File: src/source/s16_gfx_bank.sv
// Scroll ROM tile banking
`timescale 1ns/100ps
`default_nettype none

module s16_gfx_bank (
    input  logic        clk,
    input  logic        rst,
    input  logic        video_en,
    input  logic [5:0]  tile_bank,
    input  logic        scr1_cs,
    input  logic        scr2_cs,
    input  logic [15:0] scr1_addr,
    input  logic [15:0] scr2_addr,
    output logic        scr1_cs_g,
    output logic        scr2_cs_g,
    output logic [17:0] scr1_adj,
    output logic [17:0] scr2_adj
);

    // Bit 15 picks the high or low bank, which replaces it on top
    function automatic logic [17:0] bank_addr(
        input logic [15:0] addr,
        input logic [5:0]  banks
    );
        logic [2:0] sel;
        sel = addr[15] ? banks[5:3] : banks[2:0];
        return {sel, addr[14:0]};
    endfunction

    always_ff @(posedge clk) begin
        if (rst) begin
            scr1_cs_g <= 1'b0;
            scr2_cs_g <= 1'b0;
        end else begin
            scr1_cs_g <= scr1_cs && video_en;
            scr2_cs_g <= scr2_cs && video_en;
        end
    end

    always_ff @(posedge clk) begin
        scr1_adj <= bank_addr(scr1_addr, tile_bank);
        scr2_adj <= bank_addr(scr2_addr, tile_bank);
    end

endmodule

`default_nettype wire

File: config.mk
export PLATFORM = sky130hd
export DESIGN_NAME = s16_gfx_bank
export DESIGN_NICKNAME = d
export VERILOG_FILES = /design/src/source/s16_gfx_bank.sv
export SDC_FILE = /design/constraint.sdc
export NUM_CORES = 1
export LEC_CHECK = 0
export ABC_AREA = 0
export BUFFER_PORTS_ARGS = -buffer_cell sky130_fd_sc_hd__buf_2
export CAP_MARGIN = 20
export CORE_MARGIN = 8
export CORE_UTILIZATION = 34
export CTS_BUF_LIST = sky130_fd_sc_hd__clkbuf_16
export DETAILED_ROUTE_END_ITERATION = 8
export PLACE_DENSITY = 0.8
export SYNTH_ARGS = -nofsm -noshare
export SYNTH_HDL_FRONTEND = slang
export SYNTH_SLANG_ARGS = --single-unit
File: constraint.sdc
create_clock -name clk -period 0.8 [get_ports clk]
set_input_delay 0.16 -clock clk [delete_from_list [all_inputs] [get_ports clk]]
set_output_delay 0.16 -clock clk [all_outputs]
set_load 0.02 [all_outputs]
After elaboration in Yosys (flattened, before gate mapping)
Cells that the tools add are included.
- multiplexer cells: 2
- reductions and logical operators: 2
- operators by type and width (operator ; number):
    two-way mux 3 bit ; 2
    logical AND 1 bit ; 2
- bits in registers: 38
- input port bits: 43
- output and inout bits: 38

Longest topological paths before layout
- depth in word-level cells: 1
- gate-level depth with buffers: 1
- gate-level depth less buffers: 1

Worst setup path before layout
Ideal clock, no wire load.
- path kind: input -> register
- start: input port scr1_addr[15]
- end: register scr1_adj[15]
- library setup time: 0.123 ns
- arrival time: 0.440 ns
- required time: 0.677 ns
- setup slack: 0.237 ns
- stages: 1
- path through: mux2_1
- longest elaborated chain between the ends: 1
- RTL lines (what ; line ; source):
    start, declared ; 12 ; input logic [15:0] scr1_addr,
    two-way mux 3 bit ; 26 ; sel = addr[15] ? banks[5:3] : banks[2:0];
    end signal, assigned ; 41 ; scr1_adj <= bank_addr(scr1_addr, tile_bank);
    end, declared ; 16 ; output logic [17:0] scr1_adj,
Every way passes these cells.
A chain may end at the register's enable or synchronous reset.

Final worst setup path
- start: register scr1_adj[11]
- end: output port scr1_adj[11]
No word-level cell between the ends.

==> flow_summary.ini <==
[run_status]
outcome = finished, violations left
failed_checks = negative setup slack

[finish]
area_growth_syn_to_layout_pct = 136
filler_cell_count = 130
fin_nets = 205
finalInstanceArea_um2 = 2000
final_layout_size_suffix_gt1_share_pct = 76.1
final_util_pct = 82.9
diodes = 0

[place]
finalWeightedCongestion = 0.745
placement.cell_area_um2 = 1280
io_buffer_count = 80

[drt]
first_iter_violations = 18
detail_route.vias_per_cell = 4.11
drt-total-wl_mm = 3.51
route.antenna.remaining_nets = 0
detail_route.drc_violations = 0
wire_per_inst_um = 18.2
vias = 794
detail_route.first_pass.iterations = 2

[worst_hold_path]
hold_class = in -> reg
hp-start = scr2_addr[1]
holdPathStages = 1
worstHoldEndpoint = scr2_adj[1]

[synth]
ys_seq_elements = 38
syn_inst = 46
synthesis.area_per_instance_um2 = 18.4
post_synthesis_sequential_area_ratio_pct = 89.9
yosys.cell_types.count = 3
post_synth_instance_area_um2 = 846
ys.warnings.count = 0
total_nets_after_synthesis = 89

[sta]
relSlewSlack_pct = 92.4
finalCriticalPeriod_ns = 0.888
final_min_period_over_clock_period_pct = 111
finalSetupTns_ns = -2.49
hold_violations = 0
max_clock_freq_mhz = 1130
finalMaxSlewViolations = 0
rsz0062_at_grt = yes
timing_worst_slew_pin_value_ns = 0.114
fin_hold_ws_ns = 0.00518
final.setup.worst_slack_ns = -0.0881
final-setup-viol-count = 38

[floorplanning]
core.rowCount = 18
ioPinCount = 81
starting_density_pct = 35.1
die_width_um = 65.9
core_area_um2 = 2410
floorplan.die_area_um2 = 4340
floorplan.die.height_um = 65.9

[cts]
cts_root_buf = sky130_fd_sc_hd__clkbuf_16
cts_inserted_buffers = 5
cts.htree.levels = 2
tritoncts = done
clkSinkCount = 38
postCtsSetupRepairBufs = 0
max_root_sink_buffers = 2
path_clk_slew_ns = 0.06

[grt]
gr-usage-all-layers_pct = 15.3
grt_first_pass_wirelength_mm = 4.90
largest_net_degree_at_the_start_of_global_routing = 12
antenna_found_initial = 0
gr-total-overflow = 0
first_global_vias = 949

[pwr]
power.static_leakage_nw = 0.948
ir_drop_mv = 2.25
pwr_density_cell_nw_per_um2 = 2270

[worst_setup_path]
critical_path.n_buffers_inverters = 1
worst-endpoint-arrival_ns = 0.73
worstPathRequired_ns = 0.64
cp-start-kind = register
critical_path_class = reg -> out
cp_slowest_cell = sky130_fd_sc_hd__dfxtp_2
critPathCaptureType = output port
cp_slowest_stage_delay_ns = 0.34
worst_path_dominant_cell_family = flip-flops
path_max_fanout = 1
path_cells = buf_6

[flow_run]
cap_violations = 0
[stage by stage]
step,setup WS [ns],std cells,power [W]
finish,-0.0881,193,0.00453
global route,-0.113,193,0.00471
floorplan,0.237,46,0.00223
CTS,-0.0724,189,0.00449
detailed placement,0.0545,156,0.00245
global placement,0.0827,156,0.00244
[how the worst max path moves through the flow]
| stage | start | to | slack (ns) | cells past startpoint |
|---|---|---|---|---|
| floorplan | scr1_addr[15] | scr1_adj[15] | 0.24 | 1 |
| global placement | scr2_addr[15] | scr2_adj[15] | 0.08 | 2 |
| detailed placement | scr2_addr[15] | scr2_adj[17] | 0.05 | 2 |
| CTS | scr2_adj[9] | scr2_adj[9] | -0.07 | 1 |
| global route | scr1_adj[8] | scr1_adj[8] | -0.11 | 1 |
| finish | scr1_adj[11] | scr1_adj[11] | -0.09 | 1 |
[where the power goes]
part           internal, W  switching [W]  leakage, nW
Sequential         0.00203      0.0000552        0.321
Clock              0.00112       0.000687       0.0724
Combinational     0.000377       0.000259        0.555
[state kept, by name (all words and copies together) (netlist names)]
register	count
scr2_cs_g	1
scr1_cs_g	1
scr2_adj	18
scr1_adj	18
[layer usage]
metal / wire length [µm] / vias up / track usage (%)
met5: 0 / - / 0
met4: 28 / 0 / 4.36
met3: 370 / 2 / 8.47
met2: 1920 / 54 / 28.7
met1: 1190 / 360 / 13.7
li1: - / 378 / -
[placed cells by master, fill, tap and decap left out]
cell                            synthesis  routed
sky130_fd_sc_hd__and3b_1                2       2
sky130_fd_sc_hd__dfxtp_2                0      38
sky130_fd_sc_hd__buf_2                  0      42
sky130_fd_sc_hd__dlygate4sd3_1          0      29
sky130_fd_sc_hd__buf_6                  0      38
sky130_fd_sc_hd__mux2_1                 6       6
sky130_fd_sc_hd__clkinv_1               0       1
sky130_fd_sc_hd__inv_1                  0       1
sky130_fd_sc_hd__clkbuf_16              0       5
sky130_fd_sc_hd__clkinv_2               0       1
[Yosys cell counts]
library cell              instances  area (µm²)
sky130_fd_sc_hd__and3b_1          2        17.5
sky130_fd_sc_hd__mux2_1           6        67.6
sky130_fd_sc_hd__dfxtp_1         38         761
[what timing repair did]
action                                 in CTS  in global routing
resized for setup                         114                  0
hold buffers                               25                  4
setup endpoints to repair                  38                 38
pin swaps                                   0                  0
endpoints found under the hold margin      25                  4
[logic make-up (layout without fill, tap and decap cells)]
kind of cell | count (synthesis) | after routing | share of synthesized area [%]
buffers and inverters | 0 | 117 | 0
multiplexers | 6 | 6 | 7.99
flip-flops | 38 | 38 | 89.9
AND/OR/NAND/NOR | 2 | 2 | 2.07
[layout make-up]
cell class,instances,area (µm²),share of cell area (%)
Tap cell,30,37.5,1.88
Clock buffer,5,125,6.27
Timing Repair Buffer,109,928,46.5
Multi-Input combinational cell,8,85.1,4.26
Sequential cell,38,808,40.5
Clock inverter,3,12.5,0.627
Power figures use the tool's default switching activity.
