`config.mk`:
```
export PLATFORM = sky130hd
export DESIGN_NAME = s16_result
export DESIGN_NICKNAME = d
export VERILOG_FILES = /design/src/source/s16_pkg.sv /design/src/source/s16_result.sv
export SDC_FILE = /design/constraint.sdc
export NUM_CORES = 1
export LEC_CHECK = 0
export BUFFER_PORTS_ARGS = -buffer_cell sky130_fd_sc_hd__buf_2
export CELL_PAD_IN_SITES_DETAIL_PLACEMENT = 1
export CELL_PAD_IN_SITES_GLOBAL_PLACEMENT = 2
export CORE_ASPECT_RATIO = 1.4
export CORE_MARGIN = 3
export CORE_UTILIZATION = 25
export CTS_CLUSTER_DIAMETER = 120
export DETAILED_ROUTE_END_ITERATION = 8
export MAX_ROUTING_LAYER = met4
export PLACE_DENSITY_LB_ADDON = 0.12
export SYNTH_ARGS = -nofsm -noshare
export SYNTH_HDL_FRONTEND = slang
export SYNTH_SLANG_ARGS = --single-unit
```
`constraint.sdc`:
```
create_clock -name clk -period 1.6 [get_ports clk]
set_clock_uncertainty 0.1 [all_clocks]
set_input_delay 0.08 -clock clk [delete_from_list [all_inputs] [get_ports clk]]
set_output_delay 0.08 -clock clk [all_outputs]
set_load 0.01 [all_outputs]
```
`src/source/s16_pkg.sv`:
```
// S16 bus shared definitions
`default_nettype none

package s16_pkg;

    // Offset inside a region, wide enough for the largest RAM
    localparam int OFS_W = 10;

    // Region select, word address bits 15:13
    localparam logic [2:0] MAP_CHAR = 3'd0;
    localparam logic [2:0] MAP_PAL  = 3'd1;
    localparam logic [2:0] MAP_OBJ  = 3'd2;
    localparam logic [2:0] MAP_IO   = 3'd3;

    // Register offsets in the I/O block
    localparam int IO_CTRL_OFS  = 0;
    localparam int IO_BANK_OFS  = 1;
    localparam int IO_LATCH_OFS = 2;

    // Status port addresses
    localparam logic [7:0] ST_CTRL  = 8'h00;
    localparam logic [7:0] ST_BANK  = 8'h01;
    localparam logic [7:0] ST_LATCH = 8'h02;
    localparam logic [7:0] ST_COUNT = 8'h03;

    typedef enum logic [2:0] {
        REG_CHAR,
        REG_PAL,
        REG_OBJ,
        REG_IO_CTRL,
        REG_IO_BANK,
        REG_IO_LATCH,
        REG_NONE
    } s16_region_e;

    // One CPU access as it arrives with the strobe
    typedef struct packed {
        logic [15:0] addr;
        logic [15:0] data;
        logic [1:0]  dsn;
        logic        rnw;
    } s16_bus_req_t;

    typedef struct packed {
        s16_region_e      region;
        logic [OFS_W-1:0] offset;
        logic [15:0]      data;
        logic [1:0]       be;
        logic             rd;
    } s16_dec_op_t;

    // I/O data word, seen as control bits or as the two tile banks
    typedef union packed {
        struct packed {
            logic [11:0] unused;
            logic        rowscr_en;
            logic        colscr_en;
            logic        video_en;
            logic        flip;
        } ctrl;
        struct packed {
            logic [9:0] unused;
            logic [2:0] bank_hi;
            logic [2:0] bank_lo;
        } bank;
    } s16_io_word_u;

    typedef struct packed {
        logic rowscr_en;
        logic colscr_en;
        logic video_en;
        logic flip;
    } s16_ctrl_t;

    typedef struct packed {
        logic [15:0] data;
        s16_region_e region;
    } s16_rd_rsp_t;

endpackage

`default_nettype wire

```
`src/source/s16_result.sv`:
```
// Read-back and status readout
`timescale 1ns/100ps
`default_nettype none

module s16_result (
    input  logic                 clk,
    input  logic                 rst,
    input  logic                 ex_vld,
    input  s16_pkg::s16_rd_rsp_t ex_rsp,
    input  logic                 dec_vld,
    input  s16_pkg::s16_ctrl_t   ctrl,
    input  logic [5:0]           tile_bank,
    input  logic [7:0]           snd_latch,
    input  logic [7:0]           st_addr,
    output logic                 rd_valid,
    output logic [15:0]          rd_data,
    output logic [7:0]           st_dout
);
    import s16_pkg::*;

    logic [15:0] rd_mux;
    logic [7:0]  st_mux;
    logic [7:0]  acc_cnt;

    // Open bus reads back as all ones
    assign rd_mux = (ex_rsp.region == REG_NONE) ? 16'hffff : ex_rsp.data;

    always_ff @(posedge clk) begin
        if (rst) begin
            rd_valid <= 1'b0;
        end else begin
            rd_valid <= ex_vld;
        end
    end

    always_ff @(posedge clk) begin
        if (ex_vld) begin
            rd_data <= rd_mux;
        end
    end

    // Every decoded access counts, wraps at 256
    always_ff @(posedge clk) begin
        if (rst) begin
            acc_cnt <= '0;
        end else if (dec_vld) begin
            acc_cnt <= acc_cnt + 8'd1;
        end
    end

    always_comb begin
        case (st_addr)
            ST_CTRL:  st_mux = {4'd0, ctrl};
            ST_BANK:  st_mux = {2'd0, tile_bank};
            ST_LATCH: st_mux = snd_latch;
            ST_COUNT: st_mux = acc_cnt;
            default:  st_mux = 8'h00;
        endcase
    end

    always_ff @(posedge clk) begin
        if (rst) begin
            st_dout <= '0;
        end else begin
            st_dout <= st_mux;
        end
    end

endmodule

`default_nettype wire
```
# ---- After elaboration in Yosys (flattened, before gate mapping)
# Index checks and enable logic that the tools add are counted.
dict set report classes {
  order_cmp 0
  muxes 1
  n_bitwise 0
  multipliers 0
  reduce_logical 1
  add_sub_neg 1
  eq_ne 4
  shifts 0
  div 0
}
# op n
set op_table {}
lappend op_table {{$pmux W8 S4} 1}
lappend op_table {{$eq A8 B2 Y1 const B} 2}
lappend op_table {{$add A8 B1 Y8 const B} 1}
lappend op_table {{$eq A8 B1 Y1 const B} 1}
lappend op_table {{$logic_not A8 Y1} 1}
lappend op_table {{$eq A3 B3 Y1 const B} 1}
dict set report word_totals {
  ramBits 0
  latch_bits 0
  regBits 33
  memories 0
  out_inout_bits 25
  mem_bits_ro 0
}

# ---- Depth between registers and ports, before layout
dict set report logic_depth {
  word_depth 2
  ltp_mapped 4
  mapped_depth_nobuf 4
}

# ---- Worst setup path before layout
# OpenSTA, ideal clock, no wires.
dict set report synth_timing {
  path_type {flip-flop to flip-flop}
  start {reg acc_cnt[0]}
  end {reg acc_cnt[6]}
  setup_time_ps 70
  stages_incl_launch_ff 5
  required_time_ps 1430
  slack_ps 330
  arrival_ps 1101
  cell_sequence {dfxtp_1 > ha_1 > nand3_1 > or3_1 > a21oi_1}
}
dict set report synth_via {
  elab_chain_len 1
}
# item line_no
set synth_rtl {}
lappend synth_rtl {{from (decl)} s16_result.sv:23} ;# logic [7:0] acc_cnt;
lappend synth_rtl {{from (signal assigned)} s16_result.sv:47} ;# acc_cnt <= acc_cnt + 8'd1;
lappend synth_rtl {{$add A8 B1 Y8} s16_result.sv:47}
# Every way passes these cells.
# A chain may end at the register's enable or synchronous reset.

# ---- Worst setup path in the final report
# Ends and elaborated chain as after synthesis.

==> results.txt <==
The ratio of final minimum period to clock period is 85.7%. For the pin with the worst max-slew slack, the measured transition is 596 ps. The horizontal extent of the die came out at 68.6 µm. The flip-flop and latch count after synthesis works out to 33. The run gives 33.0% as the part of the power in the clock network. Leaving out fill and tap cells, the most frequent cells in the layout are buf_2, dlygate4sd3_1, dfxtp_1, nand2b_1, edfxtp_1. The clock root buffer is clkbuf_8. The antenna diode instance count is 0, and the maximum fanout along the worst path is 4.

The number of setup buffers added after CTS is 0. Count of final hold-check violations: 0. The number of instances in the synthesized netlist was 105. The congestion estimate from routability-driven global placement came to 0.790. The total overflow left after global routing is 0.

The logs give 1144 for the via total after detailed routing and 26.2% for the initial cell density of the core. The worst-path cell with the longest stage delay was dfxtp_1. The per-cell via count in the routed design is 4.32, and the longest individual stage delay on the worst path is 400 ps. Startpoint-to-endpoint class of the critical path: flop to flop.

Yosys printed 0 warnings. The signal on the critical path passes through ha_1, nand3_1, or3_1, a21oi_1. The power density normalized to cell area came out at 867 nW/µm². The first global-routing pass estimated 5.29 mm of wire. After layout, the minimum clock period comes to 1370 ps.

Post-CTS repair changed the size of 0 cells. The switching power is 404 µW, and the critical path required time is 1710 ps. The most used flip-flop cell after synthesis is dfxtp_1.

The standard-cell row count was 31; the largest net degree at the start of global routing was 18. Summing every instance area after synthesis gives 1370 µm². The first detailed-routing pass took 4 iterations. The flow ran to the end, and the final reports show no timing, DRC or antenna violations. The routed length per instance is 13.7 µm. The longest clock path from root to sink contains 2 buffers.

The total wire length was 3.64 mm; the mean instance size in the synthesized netlist was 13.1 µm². The clock drives 33 sinks. The number of global-route vias before repair is 1181. The internal power came out at 1370 µW. The count of nets left with antenna violations once routing finished came out at 0. Global routing consumed, over all layers together, 11.6% of the routing resources. Top-level I/O count: 74.

For the final sum of negative setup slack, the log shows 0 ps. The tools report the total count of max-transition violations in the final report as 0. Clock-pin slew on the worst setup and hold paths: 60 ps.

Total power for the finished layout comes to 1780 µW. For this run, design rule violations remaining after detail routing come to 0. The run gives 155 as the post-synth net total. STA classifies the critical path endpoint as a flop. For the reported leakage power, the log shows 0.000918 µW. The area growth from synthesis to final layout is 49.3%, and the combinational power share is 13.6%.

The later pin in the worst-skew pair is clocked with a latency of 270 ps. The floorplan step set the die height to 93.6 µm. The worst setup path is launched from a flop. The fmax is 0.729 GHz. The share of synthesized flip-flops with an asynchronous set or reset was 0%; the clock buffer count from CTS was 5. Counting flops with a built-in enable in the synthesized netlist gives 16.

Switching part of the total power: 22.8%. In this run, flip-flops and latches consume 53.4% of the power. TritonCTS built the clock tree. In this run the tightest slew margin relative to its limit is 60.1%.

The level count of the clock H-tree came out at 2. The worst min-delay path category was input port to flop. Setup repair after global routing left no endpoint under its margin. In this run, post-CTS hold repair placed 18 buffers. Summed over all nets, the half-perimeter wirelength after detailed placement is 2.77 mm. The region available for standard cell placement spans 5240 µm². The peak supply drop came out at 0.000448 V. The data arrival time of the critical path is 1480 ps, and the combined area of the multi-input logic cells is 515 µm².

In the final layout, the share of cells above drive strength 1 is 44.7%. Setup violations remaining at the end of the flow were counted as 0. In the final design database the tool counted 248 nets. The count of buffers added on input and output ports is 73. Synthesis instantiated 28 different standard cells from the library. The number of filler instances in the final layout was 593; the area occupied by registers was 821 µm². The library cell used most frequently in the layout, excluding fill and tap cells, is buf_2.

The portion of the post-synthesis area used by sequential elements is 59.9%, and the initial antenna violation count is 0. The area of the die was 6420 µm²; the count of maximum capacitance violations was 0. For the starting DRC count in detailed routing, the log shows 26.
-- path summary, 6_finish.rpt --
kind / to / from / cells past startpoint / slack, ps
worst min register to register: acc_cnt[7]$_SDFFE_PP0P_ / acc_cnt[7]$_SDFFE_PP0P_ / 2 / 400
worst min-delay path: st_dout[0]$_SDFF_PP0_ / st_addr[2] / 3 / 30
worst max-delay path: acc_cnt[6]$_SDFFE_PP0P_ / acc_cnt[0]$_SDFFE_PP0P_ / 4 / 230
worst max register to register: acc_cnt[6]$_SDFFE_PP0P_ / acc_cnt[0]$_SDFFE_PP0P_ / 4 / 230
-- Yosys cell counts, drive strengths merged (2+ instances only) --
master	instances	area (µm²)
a21oi	3	15.0
o21ai	3	15.0
and3	4	25.0
buf	3	27.5
nand3	2	10.0
a22oi	2	15.0
mux2i	3	30.0
edfxtp	16	480
nand4	3	25.0
nor2	7	26.3
clkbuf	2	7.51
nor2b	2	12.5
mux4	4	90.1
or3	3	18.8
nand2b	16	100
xor2	3	26.3
dfxtp	17	340
nand2	3	13.8
mux2	2	22.5
nor3b	2	15.0
-- power groups by stage --
| stage | logic (µW) | registers (µW) | clock network (µW) |
|---|---|---|---|
| CTS | 245 | 948 | 622 |
| floorplan | 79.6 | 987 | 0 |
| global placement | 207 | 965 | 0 |
| finish | 241 | 948 | 586 |
| detailed placement | 210 | 967 | 0 |
| global route | 267 | 952 | 662 |
-- stage by stage --
stage | cell area [µm²] | std cells | setup slack, ps | utilization (%) | hold WS, ps
after CTS | 2050 | 265 | 209 | 39.1 | 15.5
after floorplan | 1370 | 105 | 330 | - | 92.5
after global routing | 2050 | 265 | 159 | 39.1 | 31.0
after detailed placement | 1780 | 239 | 236 | 34.1 | 244
after global placement | 1780 | 239 | 272 | 34.1 | 233
final | 2050 | 265 | 228 | 39.1 | 26.1
-- sequential cells by signal, indices dropped and copies added, names as in the netlist --
signal	cells
acc_cnt	8
rd_data	16
st_dout	8
rd_valid	1
-- area by class of cell --
type / count / share of cell area [%]
Sequential cell: 33 / 40.1
Multi-Input combinational cell: 67 / 25.2
Timing Repair Buffer: 91 / 26.7
Clock inverter: 2 / 0.489
Clock buffer: 6 / 3.55
Tap cell: 66 / 4.03
-- cells by family (layout without fill, tap and decap cells) --
family / Yosys count / after routing / synth area share (%)
flip-flops: 33 / 33 / 59.9
AND/OR/NAND/NOR: 45 / 45 / 20.4
XOR/XNOR: 4 / 4 / 2.56
buffers and inverters: 5 / 99 / 2.55
AO/OA/AOI/OAI: 8 / 8 / 3.28
adder cells (fa/ha/maj): 1 / 1 / 0.912
multiplexers: 9 / 9 / 10.4
-- critical path: cells and delay by family (launching register included) --
kind	cells	cell delay, ps
flops	1	400
fa+ha+maj	1	210
simple gates	2	460
compound gates	1	140
-- metal layers --
metal	routed length (µm)	part of all wire, %	GRT usage [%]
met1	1280	35	11.0
met4	52	1.4	3.48
met3	283	7.8	3.61
met2	2020	56	21.4
met5	0	0	-
Power figures use the tool's default switching activity.
