[src/source/s16_pkg.sv]
// S16 bus shared definitions
`default_nettype none

package s16_pkg;

    // Offset inside a region, wide enough for the largest RAM
    localparam int OFS_W = 10;

    // Region select, word address bits 15:13
    localparam logic [2:0] MAP_CHAR = 3'd0;
    localparam logic [2:0] MAP_PAL  = 3'd1;
    localparam logic [2:0] MAP_OBJ  = 3'd2;
    localparam logic [2:0] MAP_IO   = 3'd3;

    // Register offsets in the I/O block
    localparam int IO_CTRL_OFS  = 0;
    localparam int IO_BANK_OFS  = 1;
    localparam int IO_LATCH_OFS = 2;

    // Status port addresses
    localparam logic [7:0] ST_CTRL  = 8'h00;
    localparam logic [7:0] ST_BANK  = 8'h01;
    localparam logic [7:0] ST_LATCH = 8'h02;
    localparam logic [7:0] ST_COUNT = 8'h03;

    typedef enum logic [2:0] {
        REG_CHAR,
        REG_PAL,
        REG_OBJ,
        REG_IO_CTRL,
        REG_IO_BANK,
        REG_IO_LATCH,
        REG_NONE
    } s16_region_e;

    // One CPU access as it arrives with the strobe
    typedef struct packed {
        logic [15:0] addr;
        logic [15:0] data;
        logic [1:0]  dsn;
        logic        rnw;
    } s16_bus_req_t;

    typedef struct packed {
        s16_region_e      region;
        logic [OFS_W-1:0] offset;
        logic [15:0]      data;
        logic [1:0]       be;
        logic             rd;
    } s16_dec_op_t;

    // I/O data word, seen as control bits or as the two tile banks
    typedef union packed {
        struct packed {
            logic [11:0] unused;
            logic        rowscr_en;
            logic        colscr_en;
            logic        video_en;
            logic        flip;
        } ctrl;
        struct packed {
            logic [9:0] unused;
            logic [2:0] bank_hi;
            logic [2:0] bank_lo;
        } bank;
    } s16_io_word_u;

    typedef struct packed {
        logic rowscr_en;
        logic colscr_en;
        logic video_en;
        logic flip;
    } s16_ctrl_t;

    typedef struct packed {
        logic [15:0] data;
        s16_region_e region;
    } s16_rd_rsp_t;

endpackage

`default_nettype wire

[src/source/s16_bus_decode.sv]
// CPU bus address decoder
`timescale 1ns/100ps
`default_nettype none

module s16_bus_decode #(
    parameter int CHAR_AW = 10,
    parameter int PAL_AW  = 10,
    parameter int OBJ_AW  = 8
) (
    input  logic                  clk,
    input  logic                  rst,
    input  logic                  bus_stb,
    input  s16_pkg::s16_bus_req_t bus_req,
    output logic                  dec_vld,
    output s16_pkg::s16_dec_op_t  dec_op
);
    import s16_pkg::*;

    logic [12:0] local_ofs;
    s16_region_e region;

    // True when the offset lies inside a RAM of 2**aw words
    function automatic logic fits(input logic [12:0] ofs, input int aw);
        return (ofs >> aw) == 13'd0;
    endfunction

    assign local_ofs = bus_req.addr[12:0];

    always_comb begin
        region = REG_NONE;
        case (bus_req.addr[15:13])
            MAP_CHAR: begin
                if (fits(local_ofs, CHAR_AW)) begin
                    region = REG_CHAR;
                end
            end
            MAP_PAL: begin
                if (fits(local_ofs, PAL_AW)) begin
                    region = REG_PAL;
                end
            end
            MAP_OBJ: begin
                if (fits(local_ofs, OBJ_AW)) begin
                    region = REG_OBJ;
                end
            end
            MAP_IO: begin
                // Only the first three words of the block are decoded
                case (local_ofs)
                    IO_CTRL_OFS:  region = REG_IO_CTRL;
                    IO_BANK_OFS:  region = REG_IO_BANK;
                    IO_LATCH_OFS: region = REG_IO_LATCH;
                    default:      region = REG_NONE;
                endcase
            end
            default: region = REG_NONE;
        endcase
    end

    always_ff @(posedge clk) begin
        if (rst) begin
            dec_vld <= 1'b0;
        end else begin
            dec_vld <= bus_stb;
        end
    end

    // Operation fields follow the strobe
    always_ff @(posedge clk) begin
        if (bus_stb) begin
            dec_op.region <= region;
            dec_op.offset <= local_ofs[OFS_W-1:0];
            dec_op.data   <= bus_req.data;
            dec_op.be     <= ~bus_req.dsn;
            dec_op.rd     <= bus_req.rnw;
        end
    end

endmodule

`default_nettype wire

[config.mk]
export PLATFORM = sky130hd
export DESIGN_NAME = s16_bus_decode
export DESIGN_NICKNAME = d
export VERILOG_FILES = /design/src/source/s16_pkg.sv /design/src/source/s16_bus_decode.sv
export SDC_FILE = /design/constraint.sdc
export NUM_CORES = 1
export LEC_CHECK = 0
export BUFFER_PORTS_ARGS = -buffer_cell sky130_fd_sc_hd__buf_4
export CORE_ASPECT_RATIO = 0.8
export CORE_MARGIN = 1.5
export CORE_UTILIZATION = 43
export CTS_BUF_LIST = sky130_fd_sc_hd__clkbuf_8
export DETAILED_ROUTE_END_ITERATION = 10
export MAX_ROUTING_LAYER = met4
export PLACE_DENSITY = 0.77
export SKIP_LAST_GASP = 1
export SLEW_MARGIN = 20
export SYNTH_ARGS = -nofsm -noshare
export SYNTH_HDL_FRONTEND = slang
export SYNTH_SLANG_ARGS = --single-unit
[constraint.sdc]
create_clock -name clk -period 1.1 [get_ports clk]
set_input_delay 0.11 -clock clk [delete_from_list [all_inputs] [get_ports clk]]
set_output_delay 0.11 -clock clk [all_outputs]
set_load 0.01 [all_outputs]
[Yosys cells after proc, flatten, opt, wreduce, memory -nomap -nowiden]
Index checks and enable logic that the tools add are counted.
Storage, ports and cells
  flip-flop bits (word level): 33
  input port bits: 38
  output and inout bits: 33
  logic and storage cells: 21
Cells by class
  eq/ne operators: 5
  mux-type cells: 5
  bitwise gates (word level): 1
  reduce and logical (&&, ||, !) cells: 4
Operators by type and width (number)
  13-bit zero test: 3
  13-bit by 1-bit == test with 1-bit output (second input constant): 1
  13-bit by 2-bit == test with 1-bit output (second input constant): 1
  3-bit case mux with 4 select lines: 1
  3-bit two-way mux: 3
  3-bit case mux with 3 select lines: 1
  3-bit by 2-bit == test with 1-bit output (second input constant): 2
  3-bit by 1-bit == test with 1-bit output (second input constant): 1
  3-bit zero test: 1
  2-bit inverter: 1

[Logic depth before layout (Yosys ltp)]
Gate-level depths: netlist of run 1.
  depth after elaboration: 3
  mapped depth: 3
  gate-level depth less buffers: 3

[Worst setup path after synthesis of run 1]
No wires, ideal clock.
  kind: in2reg
  from: input port bus_req[31] in the netlist's numbering
  to: register dec_op[30] in the netlist's numbering (data pin)
  library setup time: 0.254 ns
  data arrival time: 0.703 ns
  data required time: 0.846 ns
  slack: 0.143 ns
  stages on the path: 2
  buffers on the path: 0
  path through: nor4_1 a21bo_1
On the way
  longest elaborated chain between the ends: 3
  elaborated cells on any way between the ends: 8
  those cells by class: eq/ne: 2; mux: 4; reduce/logical: 2
Ends and longest elaborated chain
  from (decl): RTL line s16_bus_decode.sv:13  | input s16_pkg::s16_bus_req_t bus_req,
  13-bit by 2-bit == test with 1-bit output (tied with other cells): RTL line s16_bus_decode.sv:49  | case (local_ofs)
  3-bit case mux with 3 select lines (tied with other cells): RTL line s16_bus_decode.sv:49
  3-bit case mux with 4 select lines (*): RTL line s16_bus_decode.sv:31  | case (bus_req.addr[15:13])
  via region[1]: RTL line s16_bus_decode.sv:20  | s16_region_e region;
  to (decl): RTL line s16_bus_decode.sv:15  | output s16_pkg::s16_dec_op_t dec_op
The timed path passes the listed nets; every way through them passes the cells marked *.
A chain may end at the register's enable or synchronous reset.

[Worst setup path after layout of run 1]
  from: register dec_op[16] in the netlist's numbering
  to: output port dec_op[16] in the netlist's numbering
No word-level cell between the ends.

==> qor.csv, run 1 <==
metric,value,unit
status,"complete, no violations",
vias,863,
worst_pin_slew,405,ps
fill_cells,141,
slew_headroom,0.730,
worstHoldPathType,input port to flop,
drive_gt1_frac,0.537,
yosys.area_share.adder,0,
synth_nets,91,
start_kind,flop,
clk_root_buffer_cell,clkbuf_8,
rsz0062_at_grt,no,
path_delay_family,flip-flops,
diodes,0,
yosys_register_bits,33,
finalSetupViolCount,0,
synth_seq_area_share,0.883,
grt_pass1_vias,812,
crit_slowest_cell,edfxtp_1,
fin_total_pwr,3100,uW
synth_edf_count,32,
instances_no_fill,185,
clk_pin_slew_worst_paths,70,ps
clockBufferDepth,2,
drt-pass1-iter-count,4,
drv_slew,0,
yosysTopAreaCellShare,0.865,
grt.overflow.total,0,
crit_arrival,880,ps
area_growth,77.8,%
holdBufCountCts,14,
netlist_top_cells_count,"edfxtp_1, inv_1, nand3_1, nor2_1",
numCtsBuffers,5,
synthMuxAreaShare,0,
slowest_delay,420,ps
yosysWarnings,0,
die_h,48.5,microns
synthArstFlopShare,0,
synthMostInstantiatedCell,edfxtp_1,
fin_crit_sh,0.901,
ys_types,18,
num_rows,16,
finalWeightedCongestion,0.742,
ioPinCount,71,
viasPerCell,4.66,
syn_inst,53,
multi_input_area,119,sq um
antenna_found_initial,0,
dieArea,0.00290,sq mm
cp_data_required_time,990,ps
fmax,1010,MHz
path_cells,buf_4,
grt.total_usage,0.202,
cts_resized,0,
drtIter0Drc,10,
max_cap_violations,0,
synth_area_leader_cell,edfxtp_1,
cp_max_fo,1,
ant_nets,0,
clock-sinks,33,
core-area,0.00244,sq mm
synthFlopType,edfxtp_1,
syn-cell-area,0.00111,sq mm
wire_per_inst,16.1,microns
path_buf_inv,1,
drc_errors,0,
power.density,1570,mW/mm^2
design.final.nets,186,
grt_max_degree,34,
hold_viol,0,
die_width,59.8,microns
port_buffers,70,
end_kind,primary output,
cts_tree,done,
synth_area_per_cell,21.0,sq um
cts_setup_buffers,0,
place_hpwl,1710,microns
tns,0,ps
synth_xor_xnor_area_share,0.00788,
yosys.area_share.simple,0.0732,
routed_wl,2980,microns
grt_pass1_wl,3930,microns
dp.cells,160,
synth_area_leaders,"edfxtp_1, nor4_4, dfxtp_1",
regArea,981,sq um
min_period,992,ps
p_leak,0.000839,uW
synth_top_family_by_area,simple AND/OR/NAND/NOR gates,
synth-compound-area-share,0.0259,
vdd_drop_max,0.00102,V
initial_utilization,0.455,
cts.htree.levels,2,
worst-setup-path-type,flop to primary output,
routing by layer:
metal	GRT usage	vias up	share of wire
met4	0.0889	0	0.019
met2	0.319	59	0.51
met1	0.216	406	0.37
li1	-	393	-
met5	-	-	0
met3	0.0909	5	0.10
cell families (layout without fill, tap and decap cells):
kind of cell           after synthesis  count (layout)
AND/OR/NAND/NOR                     12              12
flip-flops                          33              33
buffers and inverters                3              99
XOR/XNOR                             1               1
AO/OA/AOI/OAI                        4               4
through the flow:
stage,hold slack (ps),util,setup WS (ps),instance area [sq um]
detailed placement,272,0.692,-40.3,1690
global route,1.46,0.809,91.3,1980
floorplan,182,-,143,1110
CTS,0.0817,0.797,159,1950
finish,12.3,0.809,108,1980
global placement,269,0.692,-2.54,1690
path summary, 6_finish.rpt:
kind,start,end,cells after the start
hold / removal,bus_req[6],dec_op[6]$_DFFE_PP_,1
setup / recovery,dec_op[16]$_DFFE_PP_,dec_op[16],1
layout by cell type, fill, tap and decap left out:
cell,n
buf_4,71
edfxtp_1,32
dlygate4sd3_1,17
clkbuf_8,6
inv_1,4
nor2_1,2
nand3_1,2
xor2_1,1
nor3b_1,1
nor4_4,1
nand4_1,1
nor4_1,1
a21bo_1,1
nor3_1,1
nand2_1,1
a21oi_1,1
o21ai_0,1
nand3b_1,1
a31o_2,1
nor2b_1,1
bufinv_16,1
dfxtp_1,1
cell type report:
type                            count  area share
Clock buffer                        6      0.0418
Clock inverter                      2      0.0171
Inverter                            3     0.00570
Multi-Input combinational cell     17      0.0602
Sequential cell                    33       0.497
Tap cell                           36      0.0228
Timing Repair Buffer               88       0.356
state kept, by name (all words and copies together) (netlist names):
| name | flops |
|---|---|
| dec_op | 32 |
| dec_vld | 1 |
where the power goes:
part	internal, uW	total [uW]	switching (uW)
clock	729	1180	449
combinational	242	408	166
sequential	1480	1510	30.4
total	2460	3100	645
No activity file was read; power rests on OpenSTA's default activity.
==> inputs of run 2 (changes only) <==
GPL_TIMING_DRIVEN = 0   (was unset)
==> qor.csv, run 2 (synthesized netlist as in run 1, its figures left out) <==
metric,value,unit
worst-setup-path-type,flop to primary output,
worst_pin_slew,427,ps
place_hpwl,1650,microns
viasPerCell,4.56,
core-area,0.00244,sq mm
min_period,929,ps
worstHoldPathType,input port to flop,
ioPinCount,71,
hold_viol,0,
grt_max_degree,34,
hold_slack,10.7,ps
start_kind,flop,
largest_reg_flops,32,
top_regs,"dec_op x32, dec_vld x1",
drive_gt1_frac,0.574,
most-common-layout-cells,"buf_4, edfxtp_1, clkbuf_8, dlygate4sd3_1, inv_1",
p_leak,0.000778,uW
cp_data_required_time,990,ps
grt_pass1_wl,3240,microns
diodes,0,
instances_no_fill,172,
min_from,bus_req[15],
drv_slew,0,
dp_slack,-81.5,ps
ant_nets,0,
cts_setup_buffers,0,
dp.cells,159,
antenna_found_initial,0,
final_common_cell,buf_4,
vias,785,
path_delay_family,flip-flops,
drtIter0Drc,6,
initial_utilization,0.455,
routed_wl,2240,microns
dieArea,0.00290,sq mm
drt-pass1-iter-count,3,
min_to,dec_op[15]$_DFFE_PP_,
cts.htree.levels,2,
vdd_drop_max,0.00123,V
multi_input_area,119,sq um
fin_ws,171,ps
max_cap_violations,0,
area_growth,65.4,%
port_buffers,70,
drc_errors,0,
cp_max_fo,1,
max_flop_register,dec_op,
path_buf_inv,1,
fmax,1080,MHz
fill_cells,163,
end_kind,primary output,
clk_pin_slew_worst_paths,70,ps
design.final.nets,173,
wire_per_inst,13.0,microns
finalSetupViolCount,0,
slowest_delay,390,ps
slew_headroom,0.713,
finalWeightedCongestion,0.707,
path_cells,buf_4,
grt.total_usage,0.163,
num_rows,16,
fin_crit_sh,0.845,
regArea,981,sq um
clockBufferDepth,2,
power.density,1590,mW/mm^2
crit_arrival,820,ps
grt_pass1_vias,717,
status,"complete, no violations",
grt.overflow.total,0,
cts_tree,done,
clock-sinks,33,
die_width,59.8,microns
clk_root_buffer_cell,clkbuf_8,
numCtsBuffers,5,
holdPathStages,1,
die_h,48.5,microns
crit_slowest_cell,edfxtp_1,
rsz0062_at_grt,no,
fin_total_pwr,2920,uW
-- run 2: cell types whose count changed in the layout (fill, tap and decap cells not counted), sizes merged --
cell | before | now
buf | 71 | 70
dlygate4sd3 | 17 | 5
clkinv | 0 | 1
clkbuf | 6 | 5
-- run 2: power breakdown --
group | leakage (uW) | internal [uW] | total, uW | switching, uW
combinational | 0.000400 | 213 | 359 | 146
sequential | 0.000322 | 1480 | 1510 | 25.7
clock | 0.0000570 | 658 | 1050 | 394
total | 0.000778 | 2360 | 2920 | 566
-- run 2: worst max path at each step --
stage                     slack (ps)                  from  cells after the start                   end
after CTS                        160  dec_op[28]$_DFFE_PP_                      1            dec_op[28]
after global routing             150  dec_op[28]$_DFFE_PP_                      1            dec_op[28]
after floorplan                  140           bus_req[31]                      2  dec_op[30]$_DFFE_PP_
final                            170  dec_op[28]$_DFFE_PP_                      1            dec_op[28]
after global placement           -40           bus_req[22]                      4  dec_op[30]$_DFFE_PP_
after detailed placement         -80           bus_req[22]                      4  dec_op[30]$_DFFE_PP_
-- run 2: timing repair --
item | 4_1_cts | 5_1_grt
gates resized for setup | 0 | 0
hold buffers | 1 | 4
hold endpoints to repair | 1 | 4
-- run 2: area by class of cell --
type,count,share of cell area
clock buffers,5,0.0374
repair buffers,75,0.313
well taps,36,0.0245
clock inverters,3,0.0204
inverters,3,0.00613
multi-input cells,17,0.0647
flip-flops and latches,33,0.534
-- run 2: metrics by stage --
| stage | cell area, sq um | util | TNS (ps) |
|---|---|---|---|
| global route | 1840 | 0.753 | 0 |
| detailed placement | 1680 | 0.689 | -85.6 |
| global placement | 1680 | 0.689 | -46.5 |
| CTS | 1800 | 0.736 | 0 |
| finish | 1840 | 0.753 | 0 |
| floorplan | 1110 | - | 0 |
-- run 2: layer usage --
metal | vias to the layer above | GRT usage | wire length [microns]
met5 | - | - | 0
met1 | 357 | 0.164 | 763
met2 | 53 | 0.257 | 1160
met3 | 6 | 0.0695 | 265
li1 | 369 | - | -
met4 | 0 | 0.100 | 52
